`src/common/mips_decode_pkg.sv`:
```
package mips_decode_pkg;

    typedef logic [31:0] word_t;    // instruction, pc or data word
    typedef logic [4:0]  reg_idx_t; // register file index

    localparam reg_idx_t REG_LINK = 5'd31; // jal writes its return address here

    localparam logic [5:0] OP_SPECIAL  = 6'h00; // R-type, selected by the function field
    localparam logic [5:0] OP_REGIMM   = 6'h01; // selected by the rt field
    localparam logic [5:0] OP_J        = 6'h02;
    localparam logic [5:0] OP_JAL      = 6'h03;
    localparam logic [5:0] OP_BEQ      = 6'h04;
    localparam logic [5:0] OP_BNE      = 6'h05;
    localparam logic [5:0] OP_BLEZ     = 6'h06;
    localparam logic [5:0] OP_BGTZ     = 6'h07;
    localparam logic [5:0] OP_ADDI     = 6'h08;
    localparam logic [5:0] OP_ADDIU    = 6'h09;
    localparam logic [5:0] OP_SLTI     = 6'h0a;
    localparam logic [5:0] OP_SLTIU    = 6'h0b;
    localparam logic [5:0] OP_ANDI     = 6'h0c;
    localparam logic [5:0] OP_ORI      = 6'h0d;
    localparam logic [5:0] OP_XORI     = 6'h0e;
    localparam logic [5:0] OP_LUI      = 6'h0f;
    localparam logic [5:0] OP_SPECIAL2 = 6'h1c; // only mul is decoded from this group
    localparam logic [5:0] OP_LB       = 6'h20;
    localparam logic [5:0] OP_LH       = 6'h21;
    localparam logic [5:0] OP_LW       = 6'h23;
    localparam logic [5:0] OP_LBU      = 6'h24;
    localparam logic [5:0] OP_LHU      = 6'h25;
    localparam logic [5:0] OP_SB       = 6'h28;
    localparam logic [5:0] OP_SH       = 6'h29;
    localparam logic [5:0] OP_SW       = 6'h2b;

    localparam logic [5:0] FN_SLL   = 6'h00;
    localparam logic [5:0] FN_SRL   = 6'h02;
    localparam logic [5:0] FN_SRA   = 6'h03;
    localparam logic [5:0] FN_SLLV  = 6'h04;
    localparam logic [5:0] FN_SRLV  = 6'h06;
    localparam logic [5:0] FN_SRAV  = 6'h07;
    localparam logic [5:0] FN_JR    = 6'h08;
    localparam logic [5:0] FN_JALR  = 6'h09;
    localparam logic [5:0] FN_MFHI  = 6'h10;
    localparam logic [5:0] FN_MTHI  = 6'h11;
    localparam logic [5:0] FN_MFLO  = 6'h12;
    localparam logic [5:0] FN_MTLO  = 6'h13;
    localparam logic [5:0] FN_MULT  = 6'h18;
    localparam logic [5:0] FN_MULTU = 6'h19;
    localparam logic [5:0] FN_DIV   = 6'h1a;
    localparam logic [5:0] FN_DIVU  = 6'h1b;
    localparam logic [5:0] FN_ADD   = 6'h20;
    localparam logic [5:0] FN_ADDU  = 6'h21;
    localparam logic [5:0] FN_SUB   = 6'h22;
    localparam logic [5:0] FN_SUBU  = 6'h23;
    localparam logic [5:0] FN_AND   = 6'h24;
    localparam logic [5:0] FN_OR    = 6'h25;
    localparam logic [5:0] FN_XOR   = 6'h26;
    localparam logic [5:0] FN_NOR   = 6'h27;
    localparam logic [5:0] FN_SLT   = 6'h2a;
    localparam logic [5:0] FN_SLTU  = 6'h2b;
    localparam logic [5:0] FN_MUL   = 6'h02; // SPECIAL2 function code

    localparam logic [4:0] RT_BLTZ = 5'h00; // REGIMM codes carried in the rt field
    localparam logic [4:0] RT_BGEZ = 5'h01;

    typedef enum logic [1:0] {
        JP_NONE, JP_IMM, JP_REG // register jumps take the target from rs
    } jump_kind_e;

    typedef enum logic [1:0] {
        DST_RT, DST_RD, DST_LINK
    } dst_sel_e;

    typedef enum logic [1:0] {
        WB_ALU, WB_MEM, WB_PC // pc is written back by the link instructions
    } wb_src_e;

    typedef enum logic [1:0] {
        IMM_16, IMM_26, IMM_SA
    } imm_kind_e;

    typedef enum logic [1:0] {
        MEM_WORD, MEM_HALF, MEM_BYTE
    } mem_size_e;

    typedef enum logic [1:0] {
        HILO_ALU, HILO_HI, HILO_LO
    } hilo_sel_e;

    typedef struct packed {
        logic       br;        // conditional branch
        jump_kind_e jp;
        logic       alu_b_imm; // ALU B operand comes from the immediate
        logic       dm_we;     // data memory write
        logic       r_we;      // register file write
        dst_sel_e   r_dst;
        wb_src_e    wb_src;
        imm_kind_e  imm_kind;
        logic       imm_sext;  // sign extend the 16-bit immediate
        mem_size_e  mem_size;
        logic       mem_sext;  // sign extend the loaded value
        hilo_sel_e  hilo_out;
        logic       hi_we;
        logic       lo_we;
        logic       illegal;   // opcode or function not decoded
    } ctrl_t;

    typedef struct packed {
        ctrl_t    ctrl;
        word_t    pc;
        reg_idx_t rs;
        reg_idx_t rt;
        reg_idx_t dst_idx;
        word_t    imm;
        word_t    jump_target;
    } decoded_t;

endpackage

```
`src/decode/decode_ctrl_table.sv`:
```
module decode_ctrl_table (
    input  mips_decode_pkg::word_t i_insn,
    output mips_decode_pkg::ctrl_t o_ctrl
);
    import mips_decode_pkg::*;

    logic [5:0] opcode; // primary opcode
    logic [5:0] funct;  // SPECIAL and SPECIAL2 function field
    logic [4:0] rt_f;   // REGIMM selects on rt

    assign opcode = i_insn[31:26];
    assign funct  = i_insn[5:0];
    assign rt_f   = i_insn[20:16];

    always_comb begin
        o_ctrl          = '0;   // every field starts cleared
        o_ctrl.imm_sext = 1'b1; // except the two extension flags which default to sign
        o_ctrl.mem_sext = 1'b1;

        if (i_insn != '0) begin // the all-zero word is a nop and keeps the defaults
            case (opcode)
                OP_SPECIAL: begin
                    case (funct)
                        FN_SLL, FN_SRL, FN_SRA: begin
                            o_ctrl.alu_b_imm = 1'b1; // shift amount feeds ALU B
                            o_ctrl.r_we      = 1'b1;
                            o_ctrl.r_dst     = DST_RD;
                            o_ctrl.imm_kind  = IMM_SA;
                        end
                        FN_SLLV, FN_SRLV, FN_SRAV: begin
                            o_ctrl.r_we     = 1'b1; // amount comes from rs so B stays a register
                            o_ctrl.r_dst    = DST_RD;
                            o_ctrl.imm_kind = IMM_SA;
                        end
                        FN_JR: begin
                            o_ctrl.jp = JP_REG;
                        end
                        FN_JALR: begin
                            o_ctrl.jp     = JP_REG;
                            o_ctrl.r_we   = 1'b1;
                            o_ctrl.wb_src = WB_PC;  // link value goes to rd
                            o_ctrl.r_dst  = DST_RD;
                        end
                        FN_MFHI, FN_MFLO: begin
                            o_ctrl.r_we     = 1'b1;
                            o_ctrl.r_dst    = DST_RD;
                            o_ctrl.hilo_out = (funct == FN_MFHI) ? HILO_HI : HILO_LO;
                        end
                        FN_MTHI: begin
                            o_ctrl.hi_we = 1'b1;
                        end
                        FN_MTLO: begin
                            o_ctrl.lo_we = 1'b1;
                        end
                        FN_MULT, FN_MULTU, FN_DIV, FN_DIVU: begin
                            o_ctrl.hi_we = 1'b1; // product or quotient pair loads both halves
                            o_ctrl.lo_we = 1'b1;
                        end
                        FN_ADD, FN_ADDU, FN_SUB, FN_SUBU, FN_AND, FN_OR,
                        FN_XOR, FN_NOR, FN_SLT, FN_SLTU: begin
                            o_ctrl.r_we  = 1'b1; // three-register ALU ops write rd
                            o_ctrl.r_dst = DST_RD;
                        end
                        default: o_ctrl.illegal = 1'b1;
                    endcase
                end
                OP_REGIMM: begin
                    case (rt_f)
                        RT_BLTZ, RT_BGEZ: o_ctrl.br = 1'b1;
                        default:          o_ctrl.illegal = 1'b1;
                    endcase
                end
                OP_J, OP_JAL: begin
                    o_ctrl.jp       = JP_IMM;
                    o_ctrl.imm_kind = IMM_26;
                    if (opcode == OP_JAL) begin
                        o_ctrl.r_we   = 1'b1; // return address into r31
                        o_ctrl.r_dst  = DST_LINK;
                        o_ctrl.wb_src = WB_PC;
                    end
                end
                OP_BEQ, OP_BNE, OP_BLEZ, OP_BGTZ: begin
                    o_ctrl.br = 1'b1; // offset stays a signed 16-bit immediate
                end
                OP_ADDI, OP_ADDIU, OP_SLTI, OP_SLTIU: begin
                    o_ctrl.alu_b_imm = 1'b1;
                    o_ctrl.r_we      = 1'b1;
                end
                OP_ANDI, OP_ORI, OP_XORI, OP_LUI: begin
                    o_ctrl.alu_b_imm = 1'b1;
                    o_ctrl.r_we      = 1'b1;
                    o_ctrl.imm_sext  = 1'b0; // logical ops and lui zero extend
                end
                OP_SPECIAL2: begin
                    if (funct == FN_MUL) begin
                        o_ctrl.r_we  = 1'b1; // low product written straight to rd
                        o_ctrl.r_dst = DST_RD;
                    end else begin
                        o_ctrl.illegal = 1'b1;
                    end
                end
                OP_LB, OP_LH, OP_LW, OP_LBU, OP_LHU: begin
                    o_ctrl.alu_b_imm = 1'b1; // address is rs plus offset
                    o_ctrl.r_we      = 1'b1;
                    o_ctrl.wb_src    = WB_MEM;
                    o_ctrl.mem_size  = (opcode == OP_LW) ? MEM_WORD :
                                       (opcode == OP_LH || opcode == OP_LHU) ? MEM_HALF :
                                       MEM_BYTE;
                    o_ctrl.mem_sext  = !(opcode == OP_LBU || opcode == OP_LHU);
                end
                OP_SB, OP_SH, OP_SW: begin
                    o_ctrl.alu_b_imm = 1'b1;
                    o_ctrl.dm_we     = 1'b1; // stores never write the register file
                    o_ctrl.mem_size  = (opcode == OP_SW) ? MEM_WORD :
                                       (opcode == OP_SH) ? MEM_HALF : MEM_BYTE;
                end
                default: o_ctrl.illegal = 1'b1;
            endcase
        end
    end

endmodule

```
`src/decode/decode_operand_former.sv`:
```
module decode_operand_former (
    input  mips_decode_pkg::word_t    i_insn,
    input  mips_decode_pkg::word_t    i_pc,
    input  mips_decode_pkg::ctrl_t    i_ctrl,
    output mips_decode_pkg::reg_idx_t o_dst_idx,
    output mips_decode_pkg::word_t    o_imm,
    output mips_decode_pkg::word_t    o_jump_target
);
    import mips_decode_pkg::*;

    reg_idx_t    rt_f;    // second source or I-type destination
    reg_idx_t    rd_f;    // R-type destination
    logic [4:0]  sa_f;    // shift amount
    logic [15:0] imm16_f; // branch offset or ALU immediate
    logic [25:0] idx26_f; // jump index

    assign rt_f    = i_insn[20:16];
    assign rd_f    = i_insn[15:11];
    assign sa_f    = i_insn[10:6];
    assign imm16_f = i_insn[15:0];
    assign idx26_f = i_insn[25:0];

    always_comb begin
        case (i_ctrl.r_dst)
            DST_RD:   o_dst_idx = rd_f;
            DST_LINK: o_dst_idx = REG_LINK; // jal links through r31
            default:  o_dst_idx = rt_f;
        endcase
    end

    always_comb begin
        case (i_ctrl.imm_kind)
            IMM_26: o_imm = {6'd0, idx26_f};
            IMM_SA: o_imm = {27'd0, sa_f};
            default: begin
                if (i_ctrl.imm_sext) begin
                    o_imm = {{16{imm16_f[15]}}, imm16_f}; // replicate the offset sign bit
                end else begin
                    o_imm = {16'd0, imm16_f};
                end
            end
        endcase
    end

    // region jump stays inside the 256 MB segment of the current pc
    assign o_jump_target = {i_pc[31:28], idx26_f, 2'b00};

endmodule

```
`src/verilog/mips_decode_stage.sv`:
```
module mips_decode_stage (
    input  logic                        clk,
    input  logic                        i_rst_n,
    input  logic                        i_valid,
    output logic                        o_ready,
    input  mips_decode_pkg::word_t      i_insn,
    input  mips_decode_pkg::word_t      i_pc,
    output logic                        o_valid,
    input  logic                        i_ready,
    output mips_decode_pkg::word_t      o_pc,
    output mips_decode_pkg::word_t      o_imm,
    output mips_decode_pkg::word_t      o_jump_target,
    output mips_decode_pkg::reg_idx_t   o_rs,
    output mips_decode_pkg::reg_idx_t   o_rt,
    output mips_decode_pkg::reg_idx_t   o_dst_idx,
    output logic                        o_br,
    output mips_decode_pkg::jump_kind_e o_jp,
    output logic                        o_alu_b_imm,
    output logic                        o_dm_we,
    output logic                        o_r_we,
    output mips_decode_pkg::dst_sel_e   o_r_dst,
    output mips_decode_pkg::wb_src_e    o_wb_src,
    output mips_decode_pkg::imm_kind_e  o_imm_kind,
    output logic                        o_imm_sext,
    output mips_decode_pkg::mem_size_e  o_mem_size,
    output logic                        o_mem_sext,
    output mips_decode_pkg::hilo_sel_e  o_hilo_out,
    output logic                        o_hi_we,
    output logic                        o_lo_we,
    output logic                        o_illegal
);
    import mips_decode_pkg::*;

    ctrl_t    ctrl;        // control word for the instruction at the input
    reg_idx_t dst_idx;
    word_t    imm;
    word_t    jump_target;
    decoded_t dec_in;      // payload entering the buffer
    decoded_t dec_out;     // payload presented downstream

    decode_ctrl_table i_decode_ctrl_table (
        .i_insn (i_insn),
        .o_ctrl (ctrl)
    );

    decode_operand_former i_decode_operand_former (
        .i_insn        (i_insn),
        .i_pc          (i_pc),
        .i_ctrl        (ctrl),
        .o_dst_idx     (dst_idx),
        .o_imm         (imm),
        .o_jump_target (jump_target)
    );

    assign dec_in = '{ctrl: ctrl, pc: i_pc, rs: i_insn[25:21], rt: i_insn[20:16],
                       dst_idx: dst_idx, imm: imm, jump_target: jump_target};

    pipe_skid_buffer #(
        .payload_t (decoded_t)
    ) i_pipe_skid_buffer (
        .clk     (clk),
        .i_rst_n (i_rst_n),
        .i_valid (i_valid),
        .o_ready (o_ready),
        .i_data  (dec_in),
        .o_valid (o_valid),
        .i_ready (i_ready),
        .o_data  (dec_out)
    );

    assign o_pc          = dec_out.pc;
    assign o_imm         = dec_out.imm;
    assign o_jump_target = dec_out.jump_target;
    assign o_rs          = dec_out.rs;
    assign o_rt          = dec_out.rt;
    assign o_dst_idx     = dec_out.dst_idx;
    assign o_br          = dec_out.ctrl.br;
    assign o_jp          = dec_out.ctrl.jp;
    assign o_alu_b_imm   = dec_out.ctrl.alu_b_imm;
    assign o_dm_we       = dec_out.ctrl.dm_we;
    assign o_r_we        = dec_out.ctrl.r_we;
    assign o_r_dst       = dec_out.ctrl.r_dst;
    assign o_wb_src      = dec_out.ctrl.wb_src;
    assign o_imm_kind    = dec_out.ctrl.imm_kind;
    assign o_imm_sext    = dec_out.ctrl.imm_sext;
    assign o_mem_size    = dec_out.ctrl.mem_size;
    assign o_mem_sext    = dec_out.ctrl.mem_sext;
    assign o_hilo_out    = dec_out.ctrl.hilo_out;
    assign o_hi_we       = dec_out.ctrl.hi_we;
    assign o_lo_we       = dec_out.ctrl.lo_we;
    assign o_illegal     = dec_out.ctrl.illegal;

endmodule

```
`src/verilog/pipe_skid_buffer.sv`:
```
module pipe_skid_buffer #(
    parameter type payload_t = logic [31:0]
) (
    input  logic     clk,
    input  logic     i_rst_n,
    input  logic     i_valid,
    output logic     o_ready,
    input  payload_t i_data,
    output logic     o_valid,
    input  logic     i_ready,
    output payload_t o_data
);

    logic     main_valid;     // output register holds an item
    logic     skid_valid;     // overflow register holds an item
    payload_t main_data;
    payload_t skid_data;

    logic in_fire;            // input transfer this cycle
    logic out_fire;           // output transfer this cycle
    logic load_main_in;       // input goes straight to the output register
    logic load_main_skid;     // skid entry moves up to the output register
    logic load_skid;          // input parks because the output is stalled

    assign o_ready = !skid_valid; // taken straight from a flop so no path from i_ready
    assign o_valid = main_valid;
    assign o_data  = main_data;

    assign in_fire        = i_valid && o_ready;
    assign out_fire       = main_valid && i_ready;
    assign load_main_skid = skid_valid && i_ready;
    assign load_main_in   = in_fire && (!main_valid || i_ready);
    assign load_skid      = in_fire && main_valid && !i_ready;

    always_ff @(posedge clk) begin
        if (!i_rst_n) begin
            main_valid <= 1'b0;
            skid_valid <= 1'b0;
        end else begin
            if (load_main_in || load_main_skid) begin
                main_valid <= 1'b1;
            end else if (out_fire) begin
                main_valid <= 1'b0; // drained with nothing behind it
            end

            if (load_skid) begin
                skid_valid <= 1'b1; // second item held so the input closes next cycle
            end else if (load_main_skid) begin
                skid_valid <= 1'b0;
            end
        end
    end

    always_ff @(posedge clk) begin
        if (load_main_skid) begin
            main_data <= skid_data; // older item keeps its place in order
        end else if (load_main_in) begin
            main_data <= i_data;
        end

        if (load_skid) begin
            skid_data <= i_data;
        end
    end

endmodule
```
`config.mk`:
```
export PLATFORM = sky130hd
export DESIGN_NAME = mips_decode_stage
export DESIGN_NICKNAME = d
export VERILOG_FILES = /design/src/common/mips_decode_pkg.sv /design/src/decode/decode_ctrl_table.sv /design/src/decode/decode_operand_former.sv /design/src/verilog/mips_decode_stage.sv /design/src/verilog/pipe_skid_buffer.sv
export SDC_FILE = /design/constraint.sdc
export NUM_CORES = 1
export LEC_CHECK = 0
export BUFFER_PORTS_ARGS = -buffer_cell sky130_fd_sc_hd__buf_2
export CORE_ASPECT_RATIO = 0.5
export CORE_MARGIN = 2
export CORE_UTILIZATION = 45
export DETAILED_ROUTE_END_ITERATION = 7
export PLACE_DENSITY = 0.68
export SLEW_MARGIN = 20
export SYNTH_ARGS = -nofsm -noshare
export SYNTH_HDL_FRONTEND = slang
export SYNTH_SLANG_ARGS = --single-unit
```
`constraint.sdc`:
```
create_clock -name clk -period 5.8 [get_ports clk]
set_input_delay 1.16 -clock clk [delete_from_list [all_inputs] [get_ports clk]]
set_output_delay 1.16 -clock clk [all_outputs]
set_load 0.01 [all_outputs]
```
==> flow_summary_export.csv <==
group,metric,value,unit
logic_synthesis,synth-compound-area-share,4.75,%
power_and_ir_drop,ir_drop,0.125,mV
placement,dpl_cell_area,10200,µm²
logic_synthesis,synth-xor-area-share,0,%
critical_path,path_class,"in2reg",
power_and_ir_drop,finalPower,0.00343,W
global_routing,grt_pass1_wl,31.2,mm
status,status,"complete, no violations",
critical_path,worstRegToRegCells,3,
final_layout,nFillCells,1655,
logic_synthesis,synth_top_area_share,72.9,%
final_layout,num_antenna_cells,0,
global_routing,globalRouteMet2Util,29.5,%
floorplanning,core_area,19600,µm²
routing,wl_per_cell,18.2,µm
power_and_ir_drop,p_int,0.00267,W
floorplanning,die_area,21400,µm²
clock_tree,clk_pin_slew,0.06,ns
final_layout,multi_input_comb_area,2120,µm²
final_layout,fin_nets,907,
critical_path,worst-endpoint-arrival,4.24,ns
floorplanning,ios,202,
worst_hold_path,holdPathStages,2,
clock_tree,htreeDepth,1,
power_and_ir_drop,power.static_leakage,4.35,nW
clock_tree,clockBufferDepth,3,
final_layout,drive_above_1_share,33.5,%
sta,period_needed,4.00,ns
power_and_ir_drop,seqPwrFrac,54.9,%
clock_tree,post_cts_buffers,0,
critical_path,cp.required,6.04,ns
critical_path,crit_slowest_cell,"nor4_1",
clock_tree,cts-buffers-inserted,21,
routing,drt_iter0_drc,434,
final_layout,final_cell_area,10800,µm²
global_routing,met1_usage,27.3,%
routing,routed_wirelength,20.2,mm
placement,gp_congestion,0.851,
routing,via_count,5676,
logic_synthesis,yosys.cell_types.count,50,
logic_synthesis,synth_top_family_by_area,"simple AND/OR/NAND/NOR gates",
critical_path,crit_chain,"buf_2, nor4_1, nand4_1, o21ai_0, inv_1, ha_1, or2_2, a22o_1, mux2_2",
floorplanning,die_w,205,µm
sta,tightest_slew,1.09,ns
sta,relSlewSlack,26.7,%
critical_path,crit_path_max_fanout,16,
power_and_ir_drop,power_frac_clock,36.8,%
floorplanning,die_y,104,µm
global_routing,grt_pass1_vias,5474,
clock_tree,cts_root_buf,"clkbuf_16",
logic_synthesis,synth_seq_area_share,73.3,%
clock_tree,cts_hold_buf,0,
sta,fmax,0.250,GHz
critical_path,crit_path_end_kind,"flop",
logic_synthesis,netlist_area,9060,µm²
global_routing,use_met3,3.54,%
routing,vias_per_cell,5.10,
logic_synthesis,yosysTopAreaCell,"edfxtp_1",
power_and_ir_drop,p_per_area,319,nW/µm²
logic_synthesis,synth_seq_cells,222,
clock_tree,clk_latency,0.49,ns
routing,drtAntennaViolNets,0,
placement,portBuffers,199,
floorplanning,placementRows,36,
logic_synthesis,syn_avg_cell_area,13.7,µm²
run,cap_violations,0,
sta,finalMaxSlewViolations,0,
critical_path,startpoint_type,"primary input",
clock_tree,clock_sink_count,222,
logic_synthesis,synth-simple-area-share,13.2,%
final_layout,final-seq-area,6650,µm²
logic_synthesis,yosys-mux-area-fraction,4.47,%
final_layout,areaGrowthSynthToFinish,18.9,%
global_routing,antenna_found_initial,0,
global_routing,grt_start_max_net_pins,84,
placement,hpwl,12.9,mm
logic_synthesis,synthTopCellsByArea,"edfxtp_1, nand2_1, mux2_2",
floorplanning,initial_core_util,46.2,%
sta,skew,0.0142,ns
routing,remaining_drc_errors,0,
routing,drtPass1Iterations,5,
critical_path,max_stage_delay,0.93,ns
global_routing,busiest_layer,"met2",
sta,rsz0062_at_grt,"no",
worst_hold_path,hp-class,"reg2reg",
power_and_ir_drop,netSwitchingPower,0.000763,W
clock_tree,post_cts_resized,0,
sta,setup_viol,0,
logic_synthesis,synth_fa_ha_area_share,0.552,%
logic_synthesis,synth_cells,659,
clock_tree,tritoncts,"done",
logic_synthesis,yosys_warnings,0,
power_and_ir_drop,share_comb_of_total_power,8.3,%
power_and_ir_drop,p_sw_share,22.2,%
sta,tns,0,ns
sta,finalCritPeriodShare,69.0,%
global_routing,grt_usage,18.7,%
sta,hold_violations,0,
global_routing,overflow,0,
==> flip-flops by register name (all words and copies together) (netlist names) <==
register                       count
i_pipe_skid_buffer.o_data        110
i_pipe_skid_buffer.skid_data     110
i_pipe_skid_buffer.o_valid         1
i_pipe_skid_buffer.skid_valid      1
==> cell usage after synthesis, drive strengths merged <==
cell type / count
and3: 3
o211a: 1
o2111ai: 1
or3: 2
o21bai: 1
a21o: 12
ha: 4
o2bb2ai: 1
conb: 1
o22a: 2
a21oi: 11
a31oi: 3
o21ai: 16
a22o: 5
nor4: 9
dfxtp: 2
nor4bb: 1
a31o: 2
nand3: 2
o21ba: 1
clkbuf: 22
and2: 12
edfxtp: 220
or2: 3
o21a: 2
nand2: 204
inv: 10
nor2: 16
nand4: 4
nor3: 6
buf: 30
mux2: 36
or4: 1
o31ai: 5
o32a: 1
nor2b: 7
==> worst paths after layout <==
check / from / to / slack (ns)
max: i_insn[17] / i_pipe_skid_buffer.o_data[36]$_DFFE_PP_ / 1.80
max reg2reg: i_pipe_skid_buffer.skid_valid$_SDFFE_PN0P_ / i_pipe_skid_buffer.o_data[66]$_DFFE_PP_ / 3.56
min reg2reg: i_pipe_skid_buffer.skid_data[94]$_DFFE_PP_ / i_pipe_skid_buffer.o_data[94]$_DFFE_PP_ / 0.51
min: i_pipe_skid_buffer.skid_data[94]$_DFFE_PP_ / i_pipe_skid_buffer.o_data[94]$_DFFE_PP_ / 0.51
==> metrics by stage <==
step / hold WS, ns / instances / setup WS (ns) / util (%)
2_1_floorplan: 0.484 / 660 / 1.41 / -
3_3_place_gp: 0.486 / 1078 / 1.49 / 51.9
3_5_place_dp: 0.495 / 1078 / 1.38 / 51.9
4_1_cts: 0.507 / 1112 / 1.88 / 55.0
5_1_grt: 0.526 / 1112 / 1.57 / 55.0
6_report: 0.506 / 1112 / 1.80 / 55.0
==> metal layers <==
layer | up-vias | share of wire [%]
met1 | 2802 | 47
li1 | 2682 | -
met3 | 17 | 5.6
met2 | 175 | 47
met5 | - | 0
met4 | 0 | 0.99
==> kinds of logic (layout without fill, tap and decap cells) <==
group	Yosys count	after routing
AND/OR/NAND/NOR	270	270
flip-flops	222	222
AO/OA/AOI/OAI	64	64
buffers and inverters	62	248
multiplexers	36	36
adder cells (fa/ha/maj)	4	4
other	1	2
==> power groups by stage <==
stage | sequential (W) | clock, W | combinational, W
finish | 0.00188 | 0.00126 | 0.000284
CTS | 0.00189 | 0.00130 | 0.000287
detailed placement | 0.00192 | 0 | 0.000286
floorplan | 0.00195 | 0 | 0.000125
global route | 0.00189 | 0.00136 | 0.000312
global placement | 0.00192 | 0 | 0.000280
==> cells in the final DEF (no fill, tap or decap), types with 2 or more instances in the layout <==
cell and n:
edfxtp_1 220, nand2_1 202, buf_2 199, mux2_2 35
clkbuf_16 21, nor2_1 16, o21ai_0 16, a21o_1 12
a21oi_1 11, and2_1 11, inv_1 8, nor2b_1 7
nor4_1 7, o31ai_1 5, a22o_1 5, clkbuf_1 5
buf_4 5, nand4_1 4, nor3_1 4, ha_1 4
clkinv_1 4, a31oi_1 3, and3_4 2, inv_2 2
a31o_2 2, or2_1 2, o21a_1 2, conb_1 2
clkinvlp_4 2, dfxtp_1 2
==> layout make-up <==
class                           count  share of cell area, %
Sequential cell                   222                   61.7
Multi-Input combinational cell    376                   19.6
Timing Repair Buffer              204                   9.59
Clock buffer                       26                   5.05
Tap cell                          266                   3.09
Clock inverter                      8                  0.604
Inverter                           10                  0.348
==> worst max-delay path, delay by kind of cell <==
kind	cells	cell delay, ns
compound gates	2	0.63
fa+ha+maj	1	0.33
buf+inv	2	0.24
mux	1	0.27
simple gates	3	1.61
(Power assumes the default switching activity.)
